### config.mk
export PLATFORM = sky130hd
export DESIGN_NAME = ncpu32k_ieu
export DESIGN_NICKNAME = d
export VERILOG_FILES = /design/src/source/ncpu32k_pkg.sv /design/src/source/ncpu32k_ie_au.sv /design/src/source/ncpu32k_ie_lu.sv /design/src/source/ncpu32k_ie_mul.sv /design/src/source/ncpu32k_ie_ctrl.sv /design/src/source/ncpu32k_ieu.sv
export VERILOG_INCLUDE_DIRS = /design/src /design/src/source
export SDC_FILE = /design/constraint.sdc
export NUM_CORES = 1
export LEC_CHECK = 0
export ABC_AREA = 1
export BUFFER_PORTS_ARGS = -buffer_cell sky130_fd_sc_hd__clkbuf_2
export CAP_MARGIN = 10
export CORE_MARGIN = 2
export CORE_UTILIZATION = 48
export CTS_BUF_LIST = sky130_fd_sc_hd__clkbuf_4 sky130_fd_sc_hd__clkbuf_8
export CTS_CLUSTER_DIAMETER = 30
export DETAILED_ROUTE_END_ITERATION = 16
export PLACE_DENSITY = 0.69
export SYNTH_ARGS = -nofsm -noshare
export SYNTH_HDL_FRONTEND = slang
export SYNTH_SLANG_ARGS = --single-unit
### constraint.sdc
create_clock -name clk -period 9.4 [get_ports clk]
set_clock_uncertainty 0.05 [all_clocks]
set_input_delay 2.82 -clock clk [delete_from_list [all_inputs] [get_ports clk]]
set_output_delay 2.82 -clock clk [all_outputs]
set_load 0.005 [all_outputs]
### src/source/ncpu32k_params.svh
// Width macros for the execute unit; NCPU_SHW must equal log2 of NCPU_DW, no check enforces it.
`ifndef NCPU32K_PARAMS_SVH
`define NCPU32K_PARAMS_SVH

// ==================================================
// Datapath widths
// ==================================================

// Data word width in bits.
// The datapath is written for 16, 32 or 64.
`define NCPU_DW 32

// Shift-amount width in bits.
// Base-2 logarithm of the word width.
// Also sizes the multiplier step counter.
`define NCPU_SHW 5

// ==================================================
// Derived values
// ==================================================

// Index of the sign bit of a word.
`define NCPU_MSB (`NCPU_DW - 1)

// Number of shift-add steps in one multiply.
// One step per multiplier bit.
`define NCPU_MUL_STEPS `NCPU_DW

`endif

### src/source/ncpu32k_pkg.sv
// Shared types of the execute unit; opcodes 9 to 15 are undefined and return a zero result.
`default_nettype none

`include "ncpu32k_params.svh"

package ncpu32k_pkg;

   // ==================================================
   // Width types
   // ==================================================

   // One data word.
   typedef logic [`NCPU_DW-1:0] word_t;

   // Shift amount, low bits of operand 2.
   typedef logic [`NCPU_SHW-1:0] shamt_t;

   // ==================================================
   // Opcodes
   // ==================================================

   // Execute unit opcode as issued from outside.
   typedef enum logic [3:0] {
      OPC_ADD = 4'd0,
      OPC_SUB = 4'd1,
      OPC_AND = 4'd2,
      OPC_OR  = 4'd3,
      OPC_XOR = 4'd4,
      OPC_SHL = 4'd5,
      OPC_SHR = 4'd6,
      OPC_SAR = 4'd7,
      OPC_MUL = 4'd8
   } ieu_opc_t;

   // Logic unit sub-operation.
   typedef enum logic [2:0] {
      LU_AND = 3'd0,
      LU_OR  = 3'd1,
      LU_XOR = 3'd2,
      LU_SHL = 3'd3,
      LU_SHR = 3'd4,
      LU_SAR = 3'd5
   } lu_op_t;

   // ==================================================
   // Request and result
   // ==================================================

   typedef struct packed {
      ieu_opc_t opc;
      word_t    operand_1;
      word_t    operand_2;
   } ieu_req_t;

   // Flags are zero for anything but add and subtract.
   typedef struct packed {
      word_t data;
      logic  carry;
      logic  overflow;
   } ieu_result_t;

   // Control FSM.
   typedef enum logic {
      ST_IDLE = 1'b0,
      ST_MUL  = 1'b1
   } ctrl_state_t;

endpackage

`default_nettype wire

### src/source/ncpu32k_ie_au.sv
// Combinational adder and subtractor; on subtract a carry of 1 means no borrow occurred.
`timescale 1ns/100ps
`default_nettype none

`include "ncpu32k_params.svh"

module ncpu32k_ie_au
   import ncpu32k_pkg::*;
(
   input  word_t operand_1,
   input  word_t operand_2,
   input  logic  add_sub,
   output word_t sum,
   output logic  carry,
   output logic  overflow
);

   // ==================================================
   // Operand preparation
   // ==================================================

   // Second addend, inverted for subtract.
   word_t operand_2_com;
   // Carry into bit 0.
   logic  carry_in;
   // Sign bits of both addends and of the sum.
   logic  sign_1;
   logic  sign_2;
   logic  sign_sum;

   // Subtract is op1 + ~op2 + 1.
   // The +1 comes in through the carry input.
   assign carry_in      = add_sub;
   assign operand_2_com = add_sub ? ~operand_2 : operand_2;

   // ==================================================
   // Single adder
   // ==================================================

   // One extra bit on top catches the carry out.
   assign {carry, sum} = {1'b0, operand_1} + {1'b0, operand_2_com}
                       + {{`NCPU_DW{1'b0}}, carry_in};

   // ==================================================
   // Signed overflow
   // ==================================================

   assign sign_1   = operand_1[`NCPU_MSB];
   assign sign_2   = operand_2_com[`NCPU_MSB];
   assign sign_sum = sum[`NCPU_MSB];

   // Same-signed addends giving a sum of the other sign.
   // Uses the complemented operand, so subtract is covered too.
   assign overflow = (sign_1 == sign_2) & (sign_1 ^ sign_sum);

endmodule

`default_nettype wire

### src/source/ncpu32k_ie_lu.sv
// Combinational logic and shift unit; shifts use only the low NCPU_SHW bits of operand 2.
`timescale 1ns/100ps
`default_nettype none

`include "ncpu32k_params.svh"

module ncpu32k_ie_lu
   import ncpu32k_pkg::*;
(
   input  word_t  operand_1,
   input  word_t  operand_2,
   input  lu_op_t lu_op,
   output word_t  result
);

   // Shift amount from operand 2.
   shamt_t shamt;
   // Input to the right shifter, bit reversed for SHL.
   word_t  shift_in;
   // Bit shifted in from the top.
   logic   fill;
   // One entry per barrel stage, stage 0 is the input.
   word_t  stage [0:`NCPU_SHW];
   // Final shifter output, in normal bit order.
   word_t  shift_out;

   // Mirror a word end to end.
   function automatic word_t reverse(input word_t w);
      word_t r;
      for (int i = 0; i < `NCPU_DW; i++) begin
         r[i] = w[`NCPU_MSB-i];
      end
      return r;
   endfunction

   // ==================================================
   // Barrel shifter
   // ==================================================

   assign shamt = operand_2[`NCPU_SHW-1:0];

   // A left shift is a right shift of the mirrored word.
   assign shift_in = (lu_op == LU_SHL) ? reverse(operand_1) : operand_1;

   // Only SAR fills with the sign bit.
   assign fill = (lu_op == LU_SAR) & operand_1[`NCPU_MSB];

   assign stage[0] = shift_in;

   // Stage i shifts by 2**i when shamt bit i is set.
   for (genvar i = 0; i < `NCPU_SHW; i++) begin : g_stage
      localparam int step = 1 << i;
      assign stage[i+1] = shamt[i] ? {{step{fill}}, stage[i][`NCPU_MSB:step]}
                                   : stage[i];
   end

   // Undo the mirror for SHL.
   assign shift_out = (lu_op == LU_SHL) ? reverse(stage[`NCPU_SHW]) : stage[`NCPU_SHW];

   // ==================================================
   // Output select
   // ==================================================

   always_comb begin
      case (lu_op)
         LU_AND:  result = operand_1 & operand_2;
         LU_OR:   result = operand_1 | operand_2;
         LU_XOR:  result = operand_1 ^ operand_2;
         LU_SHL,
         LU_SHR,
         LU_SAR:  result = shift_out;
         default: result = '0;
      endcase
   end

endmodule

`default_nettype wire

### src/source/ncpu32k_ie_mul.sv
// Shift-add multiplier, low product word only; mul_done comes NCPU_DW cycles after mul_start.
`timescale 1ns/100ps
`default_nettype none

`include "ncpu32k_params.svh"

module ncpu32k_ie_mul
   import ncpu32k_pkg::*;
(
   input  logic  clk,
   input  logic  rst,
   input  logic  mul_start,
   input  word_t multiplicand,
   input  word_t multiplier,
   output word_t product,
   output logic  mul_done
);

   // ==================================================
   // State
   // ==================================================

   // Run in progress.
   logic   running;
   // Index of the step done on the next edge.
   shamt_t step_cnt;
   // Multiplicand, moved left one bit per step.
   word_t  mcand_q;
   // Multiplier, moved right so bit 0 is the current bit.
   word_t  mplier_q;
   // Partial product, low word only.
   word_t  acc_q;

   // Control state, cleared on reset.
   always_ff @(posedge clk) begin
      if (rst) begin
         running  <= 1'b0;
         step_cnt <= '0;
         mul_done <= 1'b0;
      end else begin
         mul_done <= 1'b0;
         if (mul_start) begin
            // Step 0 is done on the start edge.
            running  <= 1'b1;
            step_cnt <= shamt_t'(1);
         end else if (running) begin
            if (step_cnt == shamt_t'(`NCPU_MUL_STEPS - 1)) begin
               // Last step, done shows up next cycle.
               running  <= 1'b0;
               mul_done <= 1'b1;
            end else begin
               step_cnt <= step_cnt + shamt_t'(1);
            end
         end
      end
   end

   // ==================================================
   // Datapath
   // ==================================================

   // Payload registers, no reset.
   always_ff @(posedge clk) begin
      if (mul_start) begin
         // Load and do step 0 in one go.
         acc_q    <= multiplier[0] ? multiplicand : '0;
         mcand_q  <= multiplicand << 1;
         mplier_q <= multiplier >> 1;
      end else if (running) begin
         if (mplier_q[0]) begin
            acc_q <= acc_q + mcand_q;
         end
         mcand_q  <= mcand_q << 1;
         mplier_q <= mplier_q >> 1;
      end
   end

   // Final once mul_done is high.
   assign product = acc_q;

   // ==================================================
   // Checks
   // ==================================================

   // A new start would throw away the run in progress.
   a_no_start_while_running: assert property (
      @(posedge clk) disable iff (rst) mul_start |-> !running
   );

endmodule

`default_nettype wire

### src/source/ncpu32k_ie_ctrl.sv
// Execute control; issue only while busy is low, and the result is held only until the next one.
`timescale 1ns/100ps
`default_nettype none

module ncpu32k_ie_ctrl
   import ncpu32k_pkg::*;
(
   input  logic        clk,
   input  logic        rst,
   input  logic        issue,
   input  ieu_req_t    req,
   output logic        busy,
   output logic        result_valid,
   output ieu_result_t result,
   output logic        add_sub,
   output lu_op_t      lu_op,
   output logic        mul_start,
   input  word_t       sum,
   input  logic        carry,
   input  logic        overflow,
   input  word_t       lu_result,
   input  word_t       product,
   input  logic        mul_done
);

   ctrl_state_t state;
   ieu_opc_t    opc;
   // Request is a multiply.
   logic        is_mul;
   // Single-cycle result of the issued request.
   ieu_result_t sel_result;

   // ==================================================
   // Decode
   // ==================================================

   assign opc    = req.opc;
   assign is_mul = (opc == OPC_MUL);

   // Adder runs as subtractor only for SUB.
   assign add_sub = (opc == OPC_SUB);

   // Operands go straight from the request, so start must be in the issue cycle.
   assign mul_start = issue & is_mul;

   assign busy = (state == ST_MUL);

   always_comb begin
      case (opc)
         OPC_OR:  lu_op = LU_OR;
         OPC_XOR: lu_op = LU_XOR;
         OPC_SHL: lu_op = LU_SHL;
         OPC_SHR: lu_op = LU_SHR;
         OPC_SAR: lu_op = LU_SAR;
         default: lu_op = LU_AND;
      endcase
   end

   // Result select for everything but MUL.
   // Flags come through only for ADD and SUB.
   always_comb begin
      sel_result = '0;
      case (opc)
         OPC_ADD, OPC_SUB: begin
            sel_result.data     = sum;
            sel_result.carry    = carry;
            sel_result.overflow = overflow;
         end
         OPC_AND, OPC_OR, OPC_XOR, OPC_SHL, OPC_SHR, OPC_SAR: begin
            sel_result.data = lu_result;
         end
         default: ;
      endcase
   end

   // ==================================================
   // FSM and result register
   // ==================================================

   always_ff @(posedge clk) begin
      if (rst) begin
         state        <= ST_IDLE;
         result_valid <= 1'b0;
         result       <= '0;
      end else begin
         result_valid <= 1'b0;
         case (state)
            ST_IDLE: begin
               if (issue) begin
                  if (is_mul) begin
                     state <= ST_MUL;
                  end else begin
                     result       <= sel_result;
                     result_valid <= 1'b1;
                  end
               end
            end
            ST_MUL: begin
               // Product is ready, register it and go back.
               if (mul_done) begin
                  result       <= '{data: product, carry: 1'b0, overflow: 1'b0};
                  result_valid <= 1'b1;
                  state        <= ST_IDLE;
               end
            end
            default: state <= ST_IDLE;
         endcase
      end
   end

   // ==================================================
   // Checks
   // ==================================================

   a_no_issue_while_busy: assert property (
      @(posedge clk) disable iff (rst) issue |-> !busy
   );

   // One result per request.
   a_valid_single_pulse: assert property (
      @(posedge clk) disable iff (rst) result_valid |=> !result_valid
   );

   a_done_only_in_mul: assert property (
      @(posedge clk) disable iff (rst) mul_done |-> (state == ST_MUL)
   );

endmodule

`default_nettype wire

### src/source/ncpu32k_ieu.sv
// Execute unit top; no back-pressure, so the caller must take result_valid when it pulses.
`timescale 1ns/100ps
`default_nettype none

module ncpu32k_ieu
   import ncpu32k_pkg::*;
(
   input  logic        clk,
   input  logic        rst,
   input  logic        issue,
   input  ieu_req_t    req,
   output logic        busy,
   output logic        result_valid,
   output ieu_result_t result
);

   // Control to datapath.
   logic   add_sub;
   lu_op_t lu_op;
   logic   mul_start;
   // Datapath to control.
   word_t  sum;
   logic   carry;
   logic   overflow;
   word_t  lu_result;
   word_t  product;
   logic   mul_done;

   // ==================================================
   // Control
   // ==================================================

   ncpu32k_ie_ctrl ctrl_i (
      .clk          (clk),
      .rst          (rst),
      .issue        (issue),
      .req          (req),
      .busy         (busy),
      .result_valid (result_valid),
      .result       (result),
      .add_sub      (add_sub),
      .lu_op        (lu_op),
      .mul_start    (mul_start),
      .sum          (sum),
      .carry        (carry),
      .overflow     (overflow),
      .lu_result    (lu_result),
      .product      (product),
      .mul_done     (mul_done)
   );

   // ==================================================
   // Datapath
   // ==================================================

   // Operands come straight from the request.
   ncpu32k_ie_au au_i (
      .operand_1 (req.operand_1),
      .operand_2 (req.operand_2),
      .add_sub   (add_sub),
      .sum       (sum),
      .carry     (carry),
      .overflow  (overflow)
   );

   ncpu32k_ie_lu lu_i (
      .operand_1 (req.operand_1),
      .operand_2 (req.operand_2),
      .lu_op     (lu_op),
      .result    (lu_result)
   );

   // Latches operands on mul_start.
   ncpu32k_ie_mul mul_i (
      .clk          (clk),
      .rst          (rst),
      .mul_start    (mul_start),
      .multiplicand (req.operand_1),
      .multiplier   (req.operand_2),
      .product      (product),
      .mul_done     (mul_done)
   );

endmodule

`default_nettype wire

==> results of run 1 <==
[flip-flops by register name, summed over array words and instances, names as in the netlist]
register             cells
mul_i.mul_done           1
mul_i.step_cnt           5
mul_i.product           32
ctrl_i.result_valid      1
ctrl_i.result           34
ctrl_i.busy              1
mul_i.mplier_q          31
mul_i.mcand_q           31
mul_i.running            1
[per-layer routing]
| metal | GRT usage | up-vias |
|---|---|---|
| met5 | 0 | - |
| li1 | - | 7370 |
| met4 | 0.154 | 0 |
| met3 | 0.0536 | 133 |
| met1 | 0.480 | 7354 |
| met2 | 0.604 | 855 |
[synthesized netlist by cell type (2+ instances only)]
cell / instances
inv_2: 4
nor3_1: 9
inv_1: 154
xor2_1: 39
o221a_2: 2
clkbuf_1: 61
edfxtp_1: 94
buf_6: 2
nand3b_1: 4
o22ai_1: 12
buf_4: 2
a21oi_1: 173
nor4_1: 5
nand2_1: 569
nand4_1: 9
or2_2: 15
o21bai_1: 2
nand3_1: 417
clkinv_1: 2
xnor2_1: 2
nor3b_1: 2
nor2_1: 100
buf_2: 17
o21a_1: 8
a21o_1: 2
a21boi_0: 2
o21ai_1: 2
ha_1: 127
a221oi_1: 34
a31oi_1: 7
fa_1: 2
dfxtp_1: 43
o21ai_0: 151
o211ai_1: 2
buf_1: 27
[cell families after synthesis]
logic type | share of synthesized area
AO/OA/AOI/OAI | 0.162
AND/OR/NAND/NOR | 0.354
flip-flops | 0.265
XOR/XNOR | 0.0259
adder cells (fa/ha/maj) | 0.117
buffers and inverters | 0.0758
[final cells by class]
class	instances	area share
Timing Repair Buffer	125	0.0448
Sequential cell	137	0.245
Tap cell	384	0.0320
Multi-Input combinational cell	1709	0.611
Inverter	160	0.0399
Clock buffer	17	0.0156
Clock inverter	15	0.0121
[worst max path at each step]
stage	endpoint	slack (ps)	cells after the start
5_1_grt	ctrl_i.result[33]	2320	19
3_5_place_dp	ctrl_i.result[22]	2200	23
2_1_floorplan	mul_i.mcand_q[10]	3880	6
3_3_place_gp	ctrl_i.result[24]	2240	23
6_report	ctrl_i.result[22]	2560	23
4_1_cts	ctrl_i.result[22]	2710	23
[critical path: cells and delay by family]
family,cells,cell delay [ps]
buffers and inverters,4,860
AND/OR/NAND/NOR,15,2100
AO/OA/AOI/OAI,2,550
XOR/XNOR,1,380
adder cells (fa/ha/maj),1,450
[report_power, final]
group | internal [mW] | total (mW) | switching (mW)
clock network | 0.248 | 0.544 | 0.296
registers | 0.666 | 0.680 | 0.0134
logic | 0.174 | 0.576 | 0.402
==> flow_metrics.env, run 1 <==
export IMPL_place_inst=2515
export IMPL_highest_layer="met4"
export IMPL_place_area_sq_mm=0.0146
export IMPL_postLayoutCellArea_sq_mm=0.0150
export IMPL_report_final_slew_viol_count=0
export IMPL_grt_ovfl_total=0
export IMPL_ys_flop_type="edfxtp_1"
export IMPL_startpoint="req[65]"
export IMPL_post_route_util=0.525
export IMPL_cts_setup_buffers=0
export IMPL_rr_startpoint="mul_i.mcand_q[1]"
export IMPL_layout_common_cells="nand2_1 (567), nand3_1 (416), a21oi_1 (173)"
export IMPL_io_buffers=106
export IMPL_drive_gt1_frac=0.0874
export IMPL_startpoint_type="input pin"
export IMPL_finalPower_mw=1.80
export IMPL_cp_common_cell="nand2_1"
export IMPL_synth_seq_cells=137
export IMPL_synth_avg_cell_area_sq_um=6.57
export IMPL_grt_antenna_before_repair=0
export IMPL_met3_length_mm=4.77
export IMPL_dp_slack_ps=2200
export IMPL_critPathMaxFanout=38
export IMPL_drc=0
export IMPL_area_delta_synth_final_pct=8.25
export IMPL_clk_path_buf_depth=2
export IMPL_cp_required_ps=9760
export IMPL_fin_ws_ps=2560
export IMPL_multi_input_area_sq_mm=0.00918
export IMPL_hold_slack_ps=423
export IMPL_max_freq_mhz=146
export IMPL_status="complete, no violations"
export IMPL_synth_top_area_frac=0.203
export IMPL_critPathKind="in -> reg"
export IMPL_min_to="mul_i.mul_done"
export IMPL_first_global_vias=14600
export IMPL_final_cells=2547
export IMPL_worstSkewPairLatency_ps=490
export IMPL_viasPerCell=6.17
export IMPL_htree_num_levels=4
export IMPL_wl_met1_mm=23.1
export IMPL_synth_top_cell_by_area="edfxtp_1"
export IMPL_cts_made_buffers=17
export IMPL_crit_path_max_incr_delay_ps=690
export IMPL_rsz0062_at_grt="no"
export IMPL_ir_drop_mv=0.0783
export IMPL_cts_hold_fix_buffers=0
export IMPL_yosysUniqueCellTypes=47
export IMPL_dr_first_iter_drc_count=2025
export IMPL_r2r_cells=17
export IMPL_yosysSeqAreaShare=0.265
export IMPL_nFillCells=2989
export IMPL_nets=2350
export IMPL_drt_wl_total_mm=56.2
export IMPL_relSlewSlack=0.252
export IMPL_antenna_diode_count=0
export IMPL_die_w_microns=174
export IMPL_synth_async_reset_ratio=0
export IMPL_ant_nets=0
export IMPL_final_common_cell="nand2_1"
export IMPL_cts_tree="built"
export IMPL_reg2reg_to="mul_i.product[17]"
export IMPL_dp_hpwl_mm=42.7
export IMPL_track_usage=0.366
export IMPL_core_sq_mm=0.0286
export IMPL_cp_end_kind="flop"
export IMPL_synth_nets=2315
export IMPL_cpMaxStageDelayCell="nand2_2"
export IMPL_drv_cap=0
export IMPL_netlist_area_sq_mm=0.0139
export IMPL_dieArea_sq_mm=0.0303
export IMPL_synthTopCellsByArea="edfxtp_1 (20%), nand2_1 (15%), nand3_1 (15%)"
export IMPL_ioPinCount=107
export IMPL_cts_root_buffer="clkbuf_8"
export IMPL_crit_chain="clkbuf_2 -> nor2_2 -> buf_4 -> nand2_2 -> xor2_1 -> fa_1 -> inv_1 -> nand3_1 -> nand2_1 -> inv_1 -> o21ai_0 -> nand3_1 -> nand2_1 -> nand2_1 -> nand2_1 -> nand2_1 -> nand2_1 -> nand2_1 -> nand3b_1 -> nand3_1 -> nand2_1 -> nand2_1 -> a21oi_1"
export IMPL_fin_crit_sh=0.728
export IMPL_die_y_microns=174
export IMPL_path_clk_slew_ps=90
export IMPL_rrSetupSlack_ps=5960
export IMPL_min_period_ps=6840
export IMPL_syn_instance_count=2115
export IMPL_holdCritStartpoint="mul_i.running"
export IMPL_powerDensity_mw_per_mm2=120
export IMPL_via_count=15700
export IMPL_initial_core_util=0.485
export IMPL_register_area_sq_mm=0.00368
export IMPL_clock_sinks=137
export IMPL_worst_pin_slew_ps=1120
export IMPL_met2_length_mm=26.0
export IMPL_setup_viol=0
export IMPL_cts_resized=0
export IMPL_yosys_warnings=0
export IMPL_routabilityCongestion=0.942
export IMPL_cp_arrival_ps=7190
export IMPL_rows=62
export IMPL_finalHoldViolCount=0
export IMPL_hp_class="reg -> reg"
export IMPL_wire_per_inst_microns=22.1
export IMPL_dr_pass1_iters=6
export IMPL_grt_pass1_wl_mm=85.1
export IMPL_leakage_nw=7.21
export IMPL_setup_tns_ps=0
export IMPL_synth_enable_flop_cells=94
export IMPL_grt_max_degree=104
export IMPL_hold_depth=2
(Power assumes the default switching activity.)
==> run 2, diff against run 1 <==
--- a/config.mk
+++ b/config.mk
@@ -14,7 +14,7 @@
 export CTS_BUF_LIST = sky130_fd_sc_hd__clkbuf_4 sky130_fd_sc_hd__clkbuf_8
 export CTS_CLUSTER_DIAMETER = 30
 export DETAILED_ROUTE_END_ITERATION = 16
-export PLACE_DENSITY = 0.69
+export PLACE_DENSITY = 0.72
 export SYNTH_ARGS = -nofsm -noshare
 export SYNTH_HDL_FRONTEND = slang
 export SYNTH_SLANG_ARGS = --single-unit
==> constraint.sdc (replaced) <==
create_clock -name clk -period 5.6 [get_ports clk]
set_clock_uncertainty 0.05 [all_clocks]
set_input_delay 1.68 -clock clk [delete_from_list [all_inputs] [get_ports clk]]
set_output_delay 1.68 -clock clk [all_outputs]
set_load 0.005 [all_outputs]
==> flow_metrics.env, run 2 (synthesis results as in run 1) <==
export IMPL_nFillCells=2984
export IMPL_cp_required_ps=5950
export IMPL_relSlewSlack=0.278
export IMPL_io_buffers=106
export IMPL_max_freq_mhz=224
export IMPL_viasPerCell=6.17
export IMPL_via_count=15800
export IMPL_dr_pass1_iters=6
export IMPL_drc=0
export IMPL_grt_ovfl_total=0
export IMPL_leakage_nw=7.26
export IMPL_status="complete, no violations"
export IMPL_final_common_cell="nand2_1"
export IMPL_finalHoldViolCount=0
export IMPL_ant_nets=0
export IMPL_cts_tree="built"
export IMPL_min_period_ps=4470
export IMPL_clock_sinks=137
export IMPL_largest_register="ctrl_i.result"
export IMPL_track_usage=0.358
export IMPL_drt_wl_total_mm=55.1
export IMPL_cts_resized=0
export IMPL_critPathTopFamily="simple AND/OR/NAND/NOR gates"
export IMPL_cp_arrival_ps=4820
export IMPL_setup_tns_ps=0
export IMPL_final_cells=2557
export IMPL_layout_common_cells="nand2_1 (567), nand3_1 (416), a21oi_1 (173)"
export IMPL_cp_common_cell="nand2_1"
export IMPL_ioPinCount=107
export IMPL_cts_hold_fix_buffers=0
export IMPL_grt_pass1_wl_mm=83.6
export IMPL_largest_reg_flops=34
export IMPL_drv_cap=0
export IMPL_area_delta_synth_final_pct=8.97
export IMPL_dp_hpwl_mm=42.6
export IMPL_report_final_slew_viol_count=0
export IMPL_ir_drop_mv=0.146
export IMPL_htree_num_levels=4
export IMPL_grt_max_degree=62
export IMPL_dieArea_sq_mm=0.0303
export IMPL_rows=62
export IMPL_rsz0062_at_grt="no"
export IMPL_initial_core_util=0.485
export IMPL_first_global_vias=14800
export IMPL_dr_first_iter_drc_count=1929
export IMPL_cts_root_buffer="clkbuf_8"
export IMPL_critPathKind="in -> reg"
export IMPL_nets=2360
export IMPL_cts_made_buffers=17
export IMPL_clk_path_buf_depth=2
export IMPL_cp_end_kind="flop"
export IMPL_core_sq_mm=0.0286
export IMPL_setup_viol=0
export IMPL_cpMaxStageDelayCell="ha_1"
export IMPL_cts_setup_buffers=0
export IMPL_worstSkewPairLatency_ps=490
export IMPL_place_inst=2525
export IMPL_grt_antenna_before_repair=0
export IMPL_routabilityCongestion=1.01
export IMPL_place_area_sq_mm=0.0147
export IMPL_crit_path_max_incr_delay_ps=350
export IMPL_critPathMaxFanout=16
export IMPL_postLayoutCellArea_sq_mm=0.0151
export IMPL_path_clk_slew_ps=90
export IMPL_hp_class="reg -> reg"
export IMPL_crit_chain="clkbuf_2 -> inv_2 -> nor2_2 -> nand2_2 -> buf_12 -> xor2_1 -> ha_1 -> nand3_1 -> nand2_1 -> inv_1 -> o21ai_0 -> nand2_1 -> nand2_1 -> a21oi_1 -> inv_1 -> nand2_1 -> nand2_1 -> nand2_1 -> nand3b_1 -> nand3_1 -> nand2_1 -> nand2_1 -> a21oi_1"
export IMPL_drive_gt1_frac=0.0920
export IMPL_startpoint_type="input pin"
export IMPL_worst_pin_slew_ps=1080
export IMPL_finalPower_mw=2.98
export IMPL_die_y_microns=174
export IMPL_wire_per_inst_microns=21.5
export IMPL_die_w_microns=174
export IMPL_powerDensity_mw_per_mm2=197
export IMPL_worst_path_buf_inv=5
export IMPL_antenna_diode_count=0
export IMPL_fin_crit_sh=0.799
## run 2: area by class of cell
| type | instances | area, sq um | share of cell area |
|---|---|---|---|
| Sequential cell | 137 | 3680 | 0.243 |
| Timing Repair Buffer | 135 | 786 | 0.0519 |
| Clock buffer | 17 | 234 | 0.0155 |
| Inverter | 160 | 601 | 0.0397 |
| Clock inverter | 15 | 165 | 0.0109 |
| Tap cell | 384 | 480 | 0.0317 |
| Multi-Input combinational cell | 1709 | 9190 | 0.607 |
## run 2: power breakdown
group | internal (mW) | switching, mW | total (mW)
combinational | 0.297 | 0.670 | 0.967
sequential | 1.12 | 0.0239 | 1.14
clock | 0.404 | 0.467 | 0.871
total | 1.82 | 1.16 | 2.98
## run 2: routing by layer
metal  vias up  wire length (microns)  track usage
met5         -                      0            0
met4         0                   2670        0.169
met3       149                   4450       0.0385
met2       807                  25600        0.597
met1      7429                  22400        0.465
li1       7396                      -            -
## run 2: through the flow
step / utilization / setup WS, ps / hold slack (ps)
6_report: 0.529 / 1130 / 410
5_1_grt: 0.529 / 813 / 436
3_5_place_dp: 0.515 / 744 / 394
4_1_cts: 0.529 / 1220 / 411
3_3_place_gp: 0.515 / 832 / 400
2_1_floorplan: - / 1220 / 378
## run 2: path summary, 6_finish.rpt
check              startpoint                 to  slack, ps  depth (start not counted)
min             mul_i.running     mul_i.mul_done        410                          2
max                   req[64]  ctrl_i.result[24]       1130                         23
max reg2reg  mul_i.mcand_q[1]  mul_i.product[17]       2190                         17
min reg2reg     mul_i.running     mul_i.mul_done        410                          2
## run 2: worst register-to-register path, stage by stage, from the launching register on
cell and delay (ps):
edfxtp_1 420, ha_1 230, inv_1 80, fa_1 210, inv_1 50, nand3_1 60, nand2_1 80, nand2_1 90
nand2_1 50, a21oi_1 340, o21ai_0 280, a21boi_0 480, inv_1 80, nand2_1 70, nand2_1 110, or2_2 300
nand3_1 70, o21ai_0 80
==> run 3, diff against run 2 <==
==> constraint.sdc (replaced) <==
create_clock -name clk -period 3.81 [get_ports clk]
set_clock_uncertainty 0.05 [all_clocks]
set_input_delay 1.143 -clock clk [delete_from_list [all_inputs] [get_ports clk]]
set_output_delay 1.143 -clock clk [all_outputs]
set_load 0.005 [all_outputs]
==> flow_metrics.env, run 3 (synthesis results as in run 1) <==
export IMPL_p_sw_mw=1.70
export IMPL_ir_drop_mv=0.184
export IMPL_dp_hpwl_mm=43.8
export IMPL_drc=0
export IMPL_dieArea_sq_mm=0.0303
export IMPL_clock_sinks=137
export IMPL_hp_class="reg -> reg"
export IMPL_die_y_microns=174
export IMPL_rr_startpoint="mul_i.product[1]"
export IMPL_via_count=16200
export IMPL_worst_pin_slew_ps=737
export IMPL_grt_max_degree=73
export IMPL_grt_antenna_before_repair=1
export IMPL_cts_tree="built"
export IMPL_drv_cap=0
export IMPL_power_internal_mw=2.79
export IMPL_initial_core_util=0.485
export IMPL_drt_wl_total_mm=56.7
export IMPL_core_sq_mm=0.0286
export IMPL_htree_num_levels=4
export IMPL_nets=2457
export IMPL_ant_nets=0
export IMPL_clkPwrFrac=0.274
export IMPL_setup_viol=0
export IMPL_cts_setup_buffers=0
export IMPL_io_buffers=106
export IMPL_relSlewSlack=0.508
export IMPL_viasPerCell=6.09
export IMPL_max_freq_mhz=285
export IMPL_clk_path_buf_depth=2
export IMPL_finalPower_mw=4.49
export IMPL_min_period_ps=3510
export IMPL_seqPwrFrac=0.374
export IMPL_critPathKind="in -> reg"
export IMPL_first_global_vias=15200
export IMPL_grt_ovfl_total=0
export IMPL_dr_first_iter_drc_count=1891
export IMPL_critPathMaxFanout=11
export IMPL_routabilityCongestion=1.04
export IMPL_startpoint="req[65]"
export IMPL_largest_reg_flops=34
export IMPL_cts_made_buffers=17
export IMPL_leakage_nw=7.73
export IMPL_hold_slack_ps=426
export IMPL_combPwrFrac=0.353
export IMPL_status="complete, no violations"
export IMPL_final_common_cell="nand2_1"
export IMPL_grt_pass1_wl_mm=85.9
export IMPL_p_sw_frac=0.378
export IMPL_path_clk_slew_ps=80
export IMPL_track_usage=0.368
export IMPL_cp_end_kind="flop"
export IMPL_worstSkewPairLatency_ps=470
export IMPL_die_w_microns=174
export IMPL_dr_pass1_iters=6
export IMPL_powerDensity_mw_per_mm2=283
export IMPL_rsz0062_at_grt="no"
export IMPL_finalHoldViolCount=0
export IMPL_fin_crit_sh=0.922
export IMPL_layout_common_cells="nand2_1 (567), nand3_1 (416), a21oi_1 (173)"
export IMPL_drive_gt1_frac=0.130
export IMPL_cp_required_ps=4120
export IMPL_largest_register="ctrl_i.result"
export IMPL_rows=62
export IMPL_startpoint_type="input pin"
export IMPL_cts_root_buffer="clkbuf_8"
export IMPL_cts_hold_fix_buffers=0
export IMPL_cp_arrival_ps=3820
export IMPL_wire_per_inst_microns=21.4
export IMPL_ioPinCount=107
export IMPL_holdCritStartpoint="mul_i.step_cnt[4]"
export IMPL_area_delta_synth_final_pct=14.5
export IMPL_report_final_slew_viol_count=0
export IMPL_cts_resized=0
## run 3: path summary, 6_finish.rpt
path                                     endpoint  slack (ps)  cells past startpoint
worst min-delay path            mul_i.step_cnt[4]         430                      2
worst min register to register  mul_i.step_cnt[4]         430                      2
worst max register to register  mul_i.product[17]         480                     17
worst max-delay path            ctrl_i.result[33]         300                     19
## run 3: critical path: stages
cell and delay, ps:
clkbuf_2 100, nor2_2 140, nand2_2 140, buf_4 230, xor2_1 160, ha_1 330, nand2_1 100, nor4_1 450
nand3_1 140, o211ai_1 150, nand2_1 90, nand2_1 120, nand2_1 140, nand2_1 110, nand2_1 50, nand3_1 70
nand2_1 60, nand2_1 50, a21oi_1 70
## run 3: metal layers
metal  GRT usage  part of all wire
met1       0.479              0.40
met3      0.0593             0.094
met2       0.615              0.47
met5           0                 0
met4       0.137             0.038
## run 3: power by group through the flow
stage                     combinational [mW]  sequential, mW  clock (mW)
after CTS                               1.54            1.68        1.23
after global placement                  1.52            1.71           0
after floorplan                        0.905            1.70           0
final                                   1.58            1.68        1.23
after global routing                    1.73            1.68        1.29
after detailed placement                1.54            1.71           0
## run 3: cell type report
| cell class | instances | area [sq um] |
|---|---|---|
| antenna | 1 | 2.50 |
| clock buffer | 19 | 249 |
| clock inverter | 13 | 129 |
| fill | 2861 | 12700 |
| inverter | 160 | 601 |
| multi-input combinational | 1709 | 9180 |
| sequential | 137 | 3680 |
| tap | 384 | 480 |
| timing repair buffer | 232 | 1580 |
## run 3: through the flow
step | std cells | util | worst slack, ps | setup TNS, ps | area, sq um
final | 2655 | 0.556 | 296 | 0 | 15900
after global routing | 2654 | 0.555 | 23.1 | 0 | 15900
after CTS | 2654 | 0.555 | 343 | 0 | 15900
after detailed placement | 2622 | 0.542 | -140 | -991 | 15500
after global placement | 2622 | 0.542 | -141 | -574 | 15500
after floorplan | 2115 | - | 60.6 | 0 | 13900
